$ cat src/hdl/rob_settings.svh
`ifndef ROB_SETTINGS_SVH
`define ROB_SETTINGS_SVH

// buffer geometry
`define ROB_DEPTH 16
`define ROB_TAG_W 4 // log2 of ROB_DEPTH

// word widths
`define XLEN 32
`define REG_W 5
`define OPC_W 7 // RV32I major opcode field

`endif

$ cat src/hdl/robPkg.sv
`include "rob_settings.svh"

package robPkg;

    typedef logic [`ROB_TAG_W-1:0] robTag_t; // slot index
    typedef logic [`REG_W-1:0] regName_t;
    typedef logic [`XLEN-1:0] data_t;
    typedef logic [`XLEN-1:0] addr_t;

    // major opcodes that change the entry kind
    localparam logic [`OPC_W-1:0] OP_STORE = 7'b0100011;
    localparam logic [`OPC_W-1:0] OP_BRANCH = 7'b1100011;
    localparam logic [`OPC_W-1:0] OP_JAL = 7'b1101111;
    localparam logic [`OPC_W-1:0] OP_JALR = 7'b1100111;

endpackage

$ cat src/hdl/robDispatch.sv
`include "rob_settings.svh"

module robDispatch (
    input  logic                   clk,
    input  logic                   rst,
    input  logic                   dispReq,
    input  logic [`OPC_W-1:0]      dispOpcode,
    input  robPkg::regName_t       dispRd,
    input  logic                   dispPredTaken,
    input  logic                   full,
    input  logic                   flushNow,
    input  robPkg::robTag_t        tailTag,
    output logic                   dispOk,
    output robPkg::robTag_t        dispTag,
    output logic                   allocEn,
    output logic                   allocIsStore,
    output logic                   allocIsBranch,
    output robPkg::regName_t       allocRd,
    output logic                   allocPred
);
    import robPkg::*;

    logic isStore;
    logic isCondBranch;
    logic isJump;

    // opcode classification
    assign isStore = (dispOpcode == OP_STORE);
    assign isCondBranch = (dispOpcode == OP_BRANCH);
    assign isJump = (dispOpcode == OP_JAL) || (dispOpcode == OP_JALR);

    // grant while there is room and no flush is being decided
    assign dispOk = dispReq && !full && !flushNow;
    assign dispTag = tailTag; // tags come out in order

    assign allocEn = dispOk;
    assign allocIsStore = isStore;
    assign allocIsBranch = isCondBranch || isJump; // jal/jalr still carry a link rd
    assign allocPred = dispPredTaken;

    // only register-writing instructions keep their rd
    always_comb begin
        if (isStore || isCondBranch) begin
            allocRd = '0;
        end else begin
            allocRd = dispRd;
        end
    end

    // every grant moves the core's tail on by one slot
    tailAdvance: assert property (
        @(posedge clk) disable iff (rst)
        allocEn |=> tailTag == $past(tailTag) + 1'b1
    ) else $error("tail did not advance after a grant");

endmodule

$ cat src/hdl/robCore.sv
`include "rob_settings.svh"

module robCore (
    input  logic               clk,
    input  logic               rst,
    // from dispatch
    input  logic               allocEn,
    input  logic               allocIsStore,
    input  logic               allocIsBranch,
    input  robPkg::regName_t   allocRd,
    input  logic               allocPred,
    // execution unit completion
    input  logic               exEn,
    input  robPkg::robTag_t    exTag,
    input  robPkg::data_t      exData,
    input  logic               exTaken,
    input  robPkg::addr_t      exTarget,
    // store buffer completion
    input  logic               sbEn,
    input  robPkg::robTag_t    sbTag,
    input  robPkg::data_t      sbData,
    // from commit
    input  logic               retire,
    input  logic               flushNow,
    output logic               full,
    output robPkg::robTag_t    tailTag,
    output logic               headValid,
    output logic               headDone,
    output robPkg::robTag_t    headTag,
    output logic               headIsStore,
    output logic               headIsBranch,
    output robPkg::regName_t   headRd,
    output robPkg::data_t      headData,
    output logic               headPred,
    output logic               headTaken,
    output robPkg::addr_t      headTarget
);
    import robPkg::*;

    localparam int CNT_W = `ROB_TAG_W + 1;

    logic [`ROB_DEPTH-1:0] occupied;
    logic [`ROB_DEPTH-1:0] done;
    logic [`ROB_DEPTH-1:0] entIsStore;
    logic [`ROB_DEPTH-1:0] entIsBranch;
    logic [`ROB_DEPTH-1:0] entPred;
    logic [`ROB_DEPTH-1:0] entTaken;
    regName_t entRd [`ROB_DEPTH];
    data_t entData [`ROB_DEPTH];
    addr_t entTarget [`ROB_DEPTH];

    robTag_t head;
    robTag_t tail;
    logic [CNT_W-1:0] count;

    logic exHit;
    logic sbHit;

    // stale tags (unallocated or flushed) are dropped here
    assign exHit = exEn && occupied[exTag];
    assign sbHit = sbEn && occupied[sbTag];

    assign full = (count == `ROB_DEPTH);
    assign tailTag = tail;

    // head entry view for commit
    assign headValid = occupied[head];
    assign headDone = done[head];
    assign headTag = head;
    assign headIsStore = entIsStore[head];
    assign headIsBranch = entIsBranch[head];
    assign headRd = entRd[head];
    assign headData = entData[head];
    assign headPred = entPred[head];
    assign headTaken = entTaken[head];
    assign headTarget = entTarget[head];

    // control state
    always_ff @(posedge clk) begin
        if (rst) begin
            occupied <= '0;
            done <= '0;
            head <= '0;
            tail <= '0;
            count <= '0;
        end else if (flushNow) begin
            occupied <= '0; // whole buffer goes away
            head <= '0;
            tail <= '0;
            count <= '0;
        end else begin
            if (exHit) begin
                done[exTag] <= 1'b1;
            end
            if (sbHit) begin
                done[sbTag] <= 1'b1;
            end
            if (retire) begin
                occupied[head] <= 1'b0;
                head <= head + 1'b1; // wraps at depth
            end
            if (allocEn) begin
                occupied[tail] <= 1'b1;
                done[tail] <= 1'b0;
                tail <= tail + 1'b1;
            end
            case ({allocEn, retire})
                2'b10: count <= count + 1'b1;
                2'b01: count <= count - 1'b1;
                default: count <= count;
            endcase
        end
    end

    // entry payload
    always_ff @(posedge clk) begin
        if (allocEn) begin
            entIsStore[tail] <= allocIsStore;
            entIsBranch[tail] <= allocIsBranch;
            entRd[tail] <= allocRd;
            entPred[tail] <= allocPred;
        end
        if (exHit) begin
            entData[exTag] <= exData;
            entTaken[exTag] <= exTaken;
            entTarget[exTag] <= exTarget;
        end
        if (sbHit) begin
            entData[sbTag] <= sbData;
        end
    end

    retireOnlyDone: assert property (
        @(posedge clk) disable iff (rst)
        retire |-> (headValid && headDone)
    ) else $error("retire while head not done");

    noTagCollision: assert property (
        @(posedge clk) disable iff (rst)
        (exEn && sbEn) |-> (exTag != sbTag)
    ) else $error("exEn and sbEn name the same tag");

    countBound: assert property (
        @(posedge clk) disable iff (rst)
        count <= `ROB_DEPTH
    ) else $error("occupancy count above depth");

endmodule

$ cat src/hdl/robCommit.sv
module robCommit (
    input  logic               clk,
    input  logic               rst,
    input  logic               headValid,
    input  logic               headDone,
    input  robPkg::robTag_t    headTag,
    input  logic               headIsStore,
    input  logic               headIsBranch,
    input  robPkg::regName_t   headRd,
    input  robPkg::data_t      headData,
    input  logic               headPred,
    input  logic               headTaken,
    input  robPkg::addr_t      headTarget,
    output logic               retire,
    output logic               flushNow,
    output logic               rfWe,
    output robPkg::regName_t   rfRd,
    output robPkg::data_t      rfData,
    output robPkg::robTag_t    rfTag,
    output logic               storeCommit,
    output robPkg::robTag_t    storeTag,
    output logic               flush,
    output robPkg::addr_t      redirectPc
);

    logic mispredict;
    logic writesReg;

    // at most one retirement per cycle, always the head
    assign retire = headValid && headDone;
    assign mispredict = headIsBranch && (headTaken != headPred);
    assign flushNow = retire && mispredict;

    // rd of zero means no register result
    assign writesReg = (headRd != '0);

    // strobes
    always_ff @(posedge clk) begin
        if (rst) begin
            rfWe <= 1'b0;
            storeCommit <= 1'b0;
            flush <= 1'b0;
        end else begin
            rfWe <= retire && writesReg;
            storeCommit <= retire && headIsStore;
            flush <= flushNow;
        end
    end

    // payload follows the retired head
    always_ff @(posedge clk) begin
        if (retire) begin
            rfRd <= headRd;
            rfData <= headData; // link value for jal/jalr
            rfTag <= headTag;
            storeTag <= headTag;
        end
        if (flushNow) begin
            redirectPc <= headTarget;
        end
    end

    commitExclusive: assert property (
        @(posedge clk) disable iff (rst)
        !(storeCommit && rfWe)
    ) else $error("storeCommit and rfWe high together");

endmodule

$ cat src/hdl/robTop.sv
`include "rob_settings.svh"

module robTop (
    input  logic               clk,
    input  logic               rst,
    // dispatch
    input  logic               dispReq,
    input  logic [`OPC_W-1:0]  dispOpcode,
    input  robPkg::regName_t   dispRd,
    input  logic               dispPredTaken,
    output logic               dispOk,
    output robPkg::robTag_t    dispTag,
    // completions
    input  logic               exEn,
    input  robPkg::robTag_t    exTag,
    input  robPkg::data_t      exData,
    input  logic               exTaken,
    input  robPkg::addr_t      exTarget,
    input  logic               sbEn,
    input  robPkg::robTag_t    sbTag,
    input  robPkg::data_t      sbData,
    // commit
    output logic               rfWe,
    output robPkg::regName_t   rfRd,
    output robPkg::data_t      rfData,
    output robPkg::robTag_t    rfTag,
    output logic               storeCommit,
    output robPkg::robTag_t    storeTag,
    output logic               flush,
    output robPkg::addr_t      redirectPc
);
    import robPkg::*;

    logic allocEn;
    logic allocIsStore;
    logic allocIsBranch;
    regName_t allocRd;
    logic allocPred;
    logic full;
    robTag_t tailTag;

    logic headValid;
    logic headDone;
    robTag_t headTag;
    logic headIsStore;
    logic headIsBranch;
    regName_t headRd;
    data_t headData;
    logic headPred;
    logic headTaken;
    addr_t headTarget;
    logic retire;
    logic flushNow;

    robDispatch iDispatch (
        .clk(clk),
        .rst(rst),
        .dispReq(dispReq),
        .dispOpcode(dispOpcode),
        .dispRd(dispRd),
        .dispPredTaken(dispPredTaken),
        .full(full),
        .flushNow(flushNow),
        .tailTag(tailTag),
        .dispOk(dispOk),
        .dispTag(dispTag),
        .allocEn(allocEn),
        .allocIsStore(allocIsStore),
        .allocIsBranch(allocIsBranch),
        .allocRd(allocRd),
        .allocPred(allocPred)
    );

    robCore iCore (
        .clk(clk),
        .rst(rst),
        .allocEn(allocEn),
        .allocIsStore(allocIsStore),
        .allocIsBranch(allocIsBranch),
        .allocRd(allocRd),
        .allocPred(allocPred),
        .exEn(exEn),
        .exTag(exTag),
        .exData(exData),
        .exTaken(exTaken),
        .exTarget(exTarget),
        .sbEn(sbEn),
        .sbTag(sbTag),
        .sbData(sbData),
        .retire(retire),
        .flushNow(flushNow),
        .full(full),
        .tailTag(tailTag),
        .headValid(headValid),
        .headDone(headDone),
        .headTag(headTag),
        .headIsStore(headIsStore),
        .headIsBranch(headIsBranch),
        .headRd(headRd),
        .headData(headData),
        .headPred(headPred),
        .headTaken(headTaken),
        .headTarget(headTarget)
    );

    robCommit iCommit (
        .clk(clk),
        .rst(rst),
        .headValid(headValid),
        .headDone(headDone),
        .headTag(headTag),
        .headIsStore(headIsStore),
        .headIsBranch(headIsBranch),
        .headRd(headRd),
        .headData(headData),
        .headPred(headPred),
        .headTaken(headTaken),
        .headTarget(headTarget),
        .retire(retire),
        .flushNow(flushNow),
        .rfWe(rfWe),
        .rfRd(rfRd),
        .rfData(rfData),
        .rfTag(rfTag),
        .storeCommit(storeCommit),
        .storeTag(storeTag),
        .flush(flush),
        .redirectPc(redirectPc)
    );

endmodule

$ cat config.mk
export PLATFORM = sky130hd
export DESIGN_NAME = robTop
export DESIGN_NICKNAME = d
export VERILOG_FILES = /design/src/hdl/robPkg.sv /design/src/hdl/robDispatch.sv /design/src/hdl/robCore.sv /design/src/hdl/robCommit.sv /design/src/hdl/robTop.sv
export VERILOG_INCLUDE_DIRS = /design/src /design/src/hdl
export SDC_FILE = /design/constraint.sdc
export NUM_CORES = 2
export LEC_CHECK = 0
export BUFFER_PORTS_ARGS = -buffer_cell sky130_fd_sc_hd__buf_2
export CORE_MARGIN = 2
export CORE_UTILIZATION = 50
export DETAILED_ROUTE_END_ITERATION = 8
export GPL_TIMING_DRIVEN = 0
export PLACE_DENSITY_LB_ADDON = 0.3
export SKIP_CTS_REPAIR_TIMING = 1
export SLEW_MARGIN = 20
export SYNTH_ARGS = -nofsm -noshare
export SYNTH_HDL_FRONTEND = slang
export SYNTH_HIERARCHICAL = 1
export SYNTH_SLANG_ARGS = --single-unit
$ cat constraint.sdc
create_clock -name clk -period 12.7 [get_ports clk]
set_input_delay 0.635 -clock clk [delete_from_list [all_inputs] [get_ports clk]]
set_output_delay 0.635 -clock clk [all_outputs]
set_load 0.01 [all_outputs]
# Word-level counts from Yosys, hierarchy flattened
# Memory sizes are Yosys's and may differ from the RTL's. A register that Yosys moved wholly into a read port is not among the register bits.
# Cells that the tools add are included.
[totals]
regBits = 121
elab_cells = 114
ramBits = 1104
n_memories = 3
[op_classes]
eq_ne = 8
mux = 49
n_reduce_logical = 21
n_addsub = 4
order_cmp = 8
bitwise_logic = 7
[memory_table]
columns = ["memory", "depth", "word_bits", "read_ports", "rd_clocked_by_memory_dff", "wr", "line_no", "source"]
rows = [
  ["iCore.entData", 16, 32, 1, 1, 2, "robCore.sv:49", "data_t entData [`ROB_DEPTH];"],
  ["iCore.entTarget", 16, 32, 1, 1, 1, "robCore.sv:50", "addr_t entTarget [`ROB_DEPTH];"],
  ["iCore.entRd", 16, 5, 1, 1, 1, "robCore.sv:48", "regName_t entRd [`ROB_DEPTH];"],
]
[op_table]
columns = ["cell", "n"]
rows = [
  ["two-way mux 16 bit", 11],
  ["bitwise mux 16 bit", 4],
  ["OR 16 bit", 3],
  ["AND 16 bit", 2],
  ["binary-select mux 1 bit (select 4 bit)", 8],
  ["NOT 16 bit", 2],
  ["equality test 7 bit (second input constant)", 3],
  ["< comparator 4 x 5 -> 1 bit (second input constant)", 4],
  ["two-way mux 1 bit", 18],
  ["demux 1 bit (select 4 bit)", 4],
  [">= comparator 4 x 1 -> 1 bit (second input constant)", 4],
  ["logical AND 1 bit", 13],
  ["one-hot mux 5 bit (2 select lines)", 1],
  ["adder 4 x 1 -> 4 bit (second input constant)", 2],
  ["two-way mux 4 bit", 2],
  ["equality test 7 x 6 -> 1 bit (second input constant)", 1],
  ["adder 5 x 1 -> 5 bit (second input constant)", 1],
  ["equality test 5 bit (second input constant)", 1],
  ["two-way mux 5 bit", 1],
  ["nonzero test 5 bit", 1],
  ["subtractor 5 x 1 -> 5 bit (second input constant)", 1],
  ["logical OR 1 bit", 3],
  ["equality test 2 x 1 -> 1 bit (second input constant)", 1],
  ["equality test 2 bit (second input constant)", 1],
  ["other kinds (4)", 5],
]

# Logic depth before layout (Yosys ltp)
[logic_depth]
depth_word = 14
ltp_mapped = 16

# Modules after synthesis
# Netlist, hierarchy kept.
[by_module_without_submodules]
columns = ["mod", "cells_each", "instances", "area_each_um2", "seq_area_each_um2"]
rows = [
  ["robCore", 2774, 1, 52805.6, 36054.6],
  ["robCommit", 89, 1, 2344.7, 2252.2],
  ["robDispatch", 17, 1, 126.4, 0.0],
]

# Worst setup path before layout
# No wires, ideal clock.
[synth_path]
kind = "flip-flop to flip-flop"
startpoint = "register iCore.head[0] (netlist: iCore/headTag[0])"
endpoint = "register iCore.count[4]"
synth_period_minus_slack_ns = 5.996
arrival_ns = 5.869
setup_time_ns = 0.127
path_stages_with_launch = 17
t_required_ns = 12.573
slack_ns = 6.704
path_buffers = 3
path_cell_list = "dfxtp_1 > buf_2 > buf_2 > mux4_2 > a22oi_1 > nand2_1 > xnor2_1 > nor3b_1 > nor3b_1 > clkbuf_1 > inv_1 > ha_1 > ha_1 > a21oi_1 > a211oi_1 > o21ai_0 > o31ai_1"
[synth_between]
elab_chain_cells = 9
elab_cells_between_ends = 21
cone_classes = "eq/ne (3); mux (11); reduce/logical (7)"
[synth_rtl]
columns = ["element", "line_no", "source"]
rows = [
  ["start: declaration", "robCore.sv:52", "robTag_t head;"],
  ["start signal: assignment", "robCore.sv:100", "head <= head + 1'b1;"],
  ["binary-select mux 1 bit (select 4 bit) (*)", "robCore.sv:74", "assign headPred = entPred[head];"],
  ["two-way mux 1 bit (not written as such) (*)", "robCore.sv:74", ""],
  ["net headPred", "robTop.sv:49", "logic headPred;"],
  ["inequality test 1 bit (*)", "robCommit.sv:31", "assign mispredict = headIsBranch && (headTaken != headPred);"],
  ["logical AND 1 bit (*)", "robCommit.sv:31", ""],
  ["logical AND 1 bit (*)", "robCommit.sv:32", "assign flushNow = retire && mispredict;"],
  ["net flushNow", "robTop.sv:53", "logic flushNow;"],
  ["zero test 1 bit (*)", "robDispatch.sv:33", "assign dispOk = dispReq && !full && !flushNow;"],
  ["logical AND 1 bit (*)", "robDispatch.sv:33", ""],
  ["net allocEn", "robTop.sv:34", "logic allocEn;"],
  ["equality test 2 x 1 -> 1 bit / equality test 2 bit (equally long branches)", "robCore.sv:107", "case ({allocEn, retire})"],
  ["one-hot mux 5 bit (2 select lines) / nonzero test 2 bit (equally long branches)", "-", ""],
  ["end signal: assignment", "robCore.sv:108", "2'b10: count <= count + 1'b1;"],
  ["end signal: assignment", "robCore.sv:109", "2'b01: count <= count - 1'b1;"],
  ["end signal: assignment", "robCore.sv:110", "default: count <= count;"],
  ["end: declaration", "robCore.sv:54", "logic [CNT_W-1:0] count;"],
]
# Mark *: on every way through the listed nets, which the timed path passes. The rest lies on a longest branch. The select of a mux whose other input is x is not followed.
# A chain may end at the register's enable or synchronous reset.

# Worst setup path after layout
[layout_path]
startpoint = "register iCore.head[1] (netlist: iCore/headTag[1])"
endpoint = "memory iCore/entRd[3][0] (netlist name) (enable)"
[layout_between]
elab_chain_cells = 9
elab_cells_between_ends = 18
cone_classes = "eq/ne (1); mux (12); reduce/logical (5)"
[layout_rtl]
columns = ["element", "line_no", "source"]
rows = [
  ["binary-select mux 1 bit (select 4 bit)", "robCore.sv:74", ""],
  ["two-way mux 1 bit (not written as such)", "robCore.sv:74", ""],
  ["net headPred", "robTop.sv:49", ""],
  ["inequality test 1 bit", "robCommit.sv:31", ""],
  ["logical AND 1 bit", "robCommit.sv:31", ""],
  ["logical AND 1 bit", "robCommit.sv:32", ""],
  ["net flushNow", "robTop.sv:53", ""],
  ["zero test 1 bit", "robDispatch.sv:33", ""],
  ["logical AND 1 bit", "robDispatch.sv:33", ""],
  ["net allocEn", "robTop.sv:34", ""],
  ["two-way mux 1 bit", "robCore.sv:117", "if (allocEn) begin"],
  ["two-way mux 1 bit (not written as such)", "robCore.sv:120", "entRd[tail] <= allocRd;"],
  ["end: declaration", "robCore.sv:48", ""],
]
# The timed path passes the listed nets, and every way through them passes these cells. The select of a mux whose other input is x is not followed.

==> impl_metrics.ini <==
[synthesis]
ys.warnings.count = 6
syn_area_um2 = 55300
synth_seq_cells = 1293
synth_edf_count = 1241
yosysUniqueCellTypes = 48
synth_fp_nets = 3016
async_flop_share = 0
yosysSeqAreaShare = 0.693
synth_cells = 2880
synthFlopType = edfxtp_1
avgSynthCellArea_um2 = 19.2

[critical_path]
r2r-start = iCore/headTag[1]
start_kind = register
crit_type = reg -> reg
crit_path_end_kind = register
rr_worst_depth = 13
rr_endpoint = iCore/entRd[3][0]
endpoint = iCore/entRd[3][0]
path_max_fanout = 10
startpoint = iCore/headTag[1]
rrSetupSlack_ns = 7.41
worstPathArrival_ns = 5.66
required_ns = 13.07

[cts]
cts_buffer_depth = 3
cts_tree = built
clkTransAtPathRegs_ns = 0.07
clock-sinks = 1293
root_buffer = clkbuf_16
clock_latency_ns = 0.76
cts_buffers = 138
h-tree-depth = 4

[pwr]
totalPowerFinal_mw = 8.80
powerDensity_nw_per_um2 = 139
p_leak_nw = 20.7
peakVddDrop_mv = 0.112

[sta]
rsz0062_at_grt = false
fmax_ghz = 0.189
setup_viol = 0
finalMaxSlewViolations = 0
relSlewSlack = 0.267
min_period_ns = 5.29
skew_ns = 0.0258
fin_hold_ws_ns = 0.179
worstMarginPinSlew_ns = 1.10
tns_ns = 0
hold_violations = 0
post-route-period-util = 0.417

[placed_design]
placed_cells = 4594
gp_congestion = 0.922
place_area_um2 = 58800
hpwl_mm = 96.5
numPortBuffers = 205

[global_routing]
grt_pass1_vias = 31742
antenna_found_initial = 18
grt_remaining_overflow = 0
grt_pass1_wl_mm = 216
track_usage = 0.267
grt_max_degree = 36

[floorplan]
start_util = 0.506
die_w_um = 336
coreArea_um2 = 109000
boundaryPins = 208
die-area_um2 = 113000
die_y_um = 336
row_count = 121

[routing]
via_count = 30194
drt_iter0_markers = 3397
vias_per_cell = 6.22
wl_per_cell_um = 30.7
wl_mm = 149
drc = 0
drt_first_pass_iters = 6
ant_nets = 0

[outcome]
outcome = completed

[layout]
drive_gt1_frac = 0.411
area_delta_synth_final_pct = 14.3
final_nets = 3394
instances_no_fill = 4851
stdcell_area_um2 = 63200

[worst_hold_path]
hold_depth = 2
hold_path.class = in -> reg

[run]
drv_cap = 0
## stage by stage
step	setup slack (ns)	util
global placement	2.63	0.532
finish	7.41	0.578
global route	7.04	0.578
detailed placement	7.54	0.538
floorplan	6.70	-
CTS	7.49	0.578
## cells in the mapped netlist (all sizes together), types with 3 or more instances
cell	number	area (um^2)
nand4	7	43.8
mux4	300	6760
and2	8	50.1
o21ai	17	85.1
clkbuf	85	319
xnor2	4	35.0
nand2	115	432
mux2	512	5770
and3	7	43.8
xor2	5	43.8
buf	158	887
or2	3	18.8
a21oi	45	225
nor2b	12	75.1
mux2i	3	30.0
edfxtp	1241	37300
dfxtp	52	1040
nand3	28	215
and3b	5	43.8
nor3b	7	57.6
a21boi	5	37.5
a22oi	150	1130
inv	38	143
o21a	15	113
ha	12	150
a31oi	4	25.0
nor2	23	86.3
nand2b	3	18.8
## cells in the final DEF (no fill, tap or decap), types with 8 or more instances in the layout
cell / instances
clkbuf_1: 119
nand2_1: 100
buf_2: 269
clkbuf_16: 140
nand2_4: 11
ha_1: 12
nand3_2: 15
clkinv_2: 16
dfxtp_1: 52
mux2_1: 12
nor2b_1: 12
o21a_1: 15
buf_12: 21
nor2_1: 22
nand3_1: 13
mux2_2: 500
edfxtp_1: 1241
bufinv_16: 9
clkinv_1: 32
and2_1: 8
diode_2: 9
a22oi_1: 150
inv_1: 22
buf_6: 18
buf_4: 32
inv_2: 15
a21oi_1: 45
o21ai_0: 17
buf_1: 52
mux4_2: 300
## state kept, by name, indices dropped and copies added, names as in the netlist, named ones only
name / count
iCore/entData: 512
iCore/entTarget: 512
iCore/entRd: 80
iCommit/redirectPc: 32
iCommit/rfData: 32
iCore/done: 16
iCore/entIsBranch: 16
iCore/entIsStore: 16
iCore/entPred: 16
iCore/entTaken: 16
iCore/occupied: 16
iCommit/rfRd: 5
iCore/count: 5
iCommit/storeTag: 4
iCore/headTag: 4
iCore/tailTag: 4
iCommit/flush: 1
iCommit/rfWe: 1
iCommit/storeCommit: 1
## area by class of cell
cell class	instances	area [um^2]
Timing Repair Buffer	238	1600
Multi-Input combinational cell	1306	15700
Inverter	38	145
Clock buffer	175	3640
Tap cell	1476	1850
Clock inverter	73	696
Fill cell	8142	46100
Antenna cell	9	22.5
Buffer	243	1210
Sequential cell	1293	38300
## logic make-up after synthesis
logic type,count (synthesis),synth area share
XOR/XNOR,9,0.00143
AO/OA/AOI/OAI,242,0.0300
multiplexers,815,0.227
adder cells (fa/ha/maj),13,0.00308
buffers and inverters,281,0.0244
flip-flops,1293,0.693
AND/OR/NAND/NOR,227,0.0210
## where the power goes
part           internal (mW)  switching (mW)
Sequential              4.68         0.00603
Combinational          0.101           0.142
Clock                   2.23            1.65
Total                   7.00            1.80
## worst min-delay path by stage
stage | startpoint | endpoint | slack (ns)
final | rst | iCommit/storeCommit | 0.18
after global routing | rst | iCommit/storeCommit | 0.17
after CTS | rst | iCommit/storeCommit | 0.15
after detailed placement | iCore/headTag[2] | iCommit/storeTag[2] | 0.43
after global placement | iCore/headTag[3] | iCommit/storeTag[3] | 0.42
after floorplan | iCore/headTag[2] | iCommit/storeTag[2] | 0.41
## routing by layer
metal / up-vias / global-route usage / wire length [um]
met2: 1537 / 0.436 / 73400
met4: 12 / 0.110 / 5960
met3: 337 / 0.0595 / 12800
li1: 12535 / - / -
met1: 15773 / 0.349 / 56900
met5: - / 0 / 80
## critical path: stages (launching register included)
cell	delay [ns]
dfxtp_1	0.44
buf_2	0.31
clkbuf_1	0.71
mux4_2	0.42
a22oi_1	0.19
nand2_1	0.09
xnor2_1	0.33
nor3b_2	0.17
nor3b_1	0.26
clkbuf_1	0.37
inv_1	0.17
nor3_1	0.74
nand2_1	0.18
inv_1	0.48
Note: power is estimated with default switching activity, not from simulation.
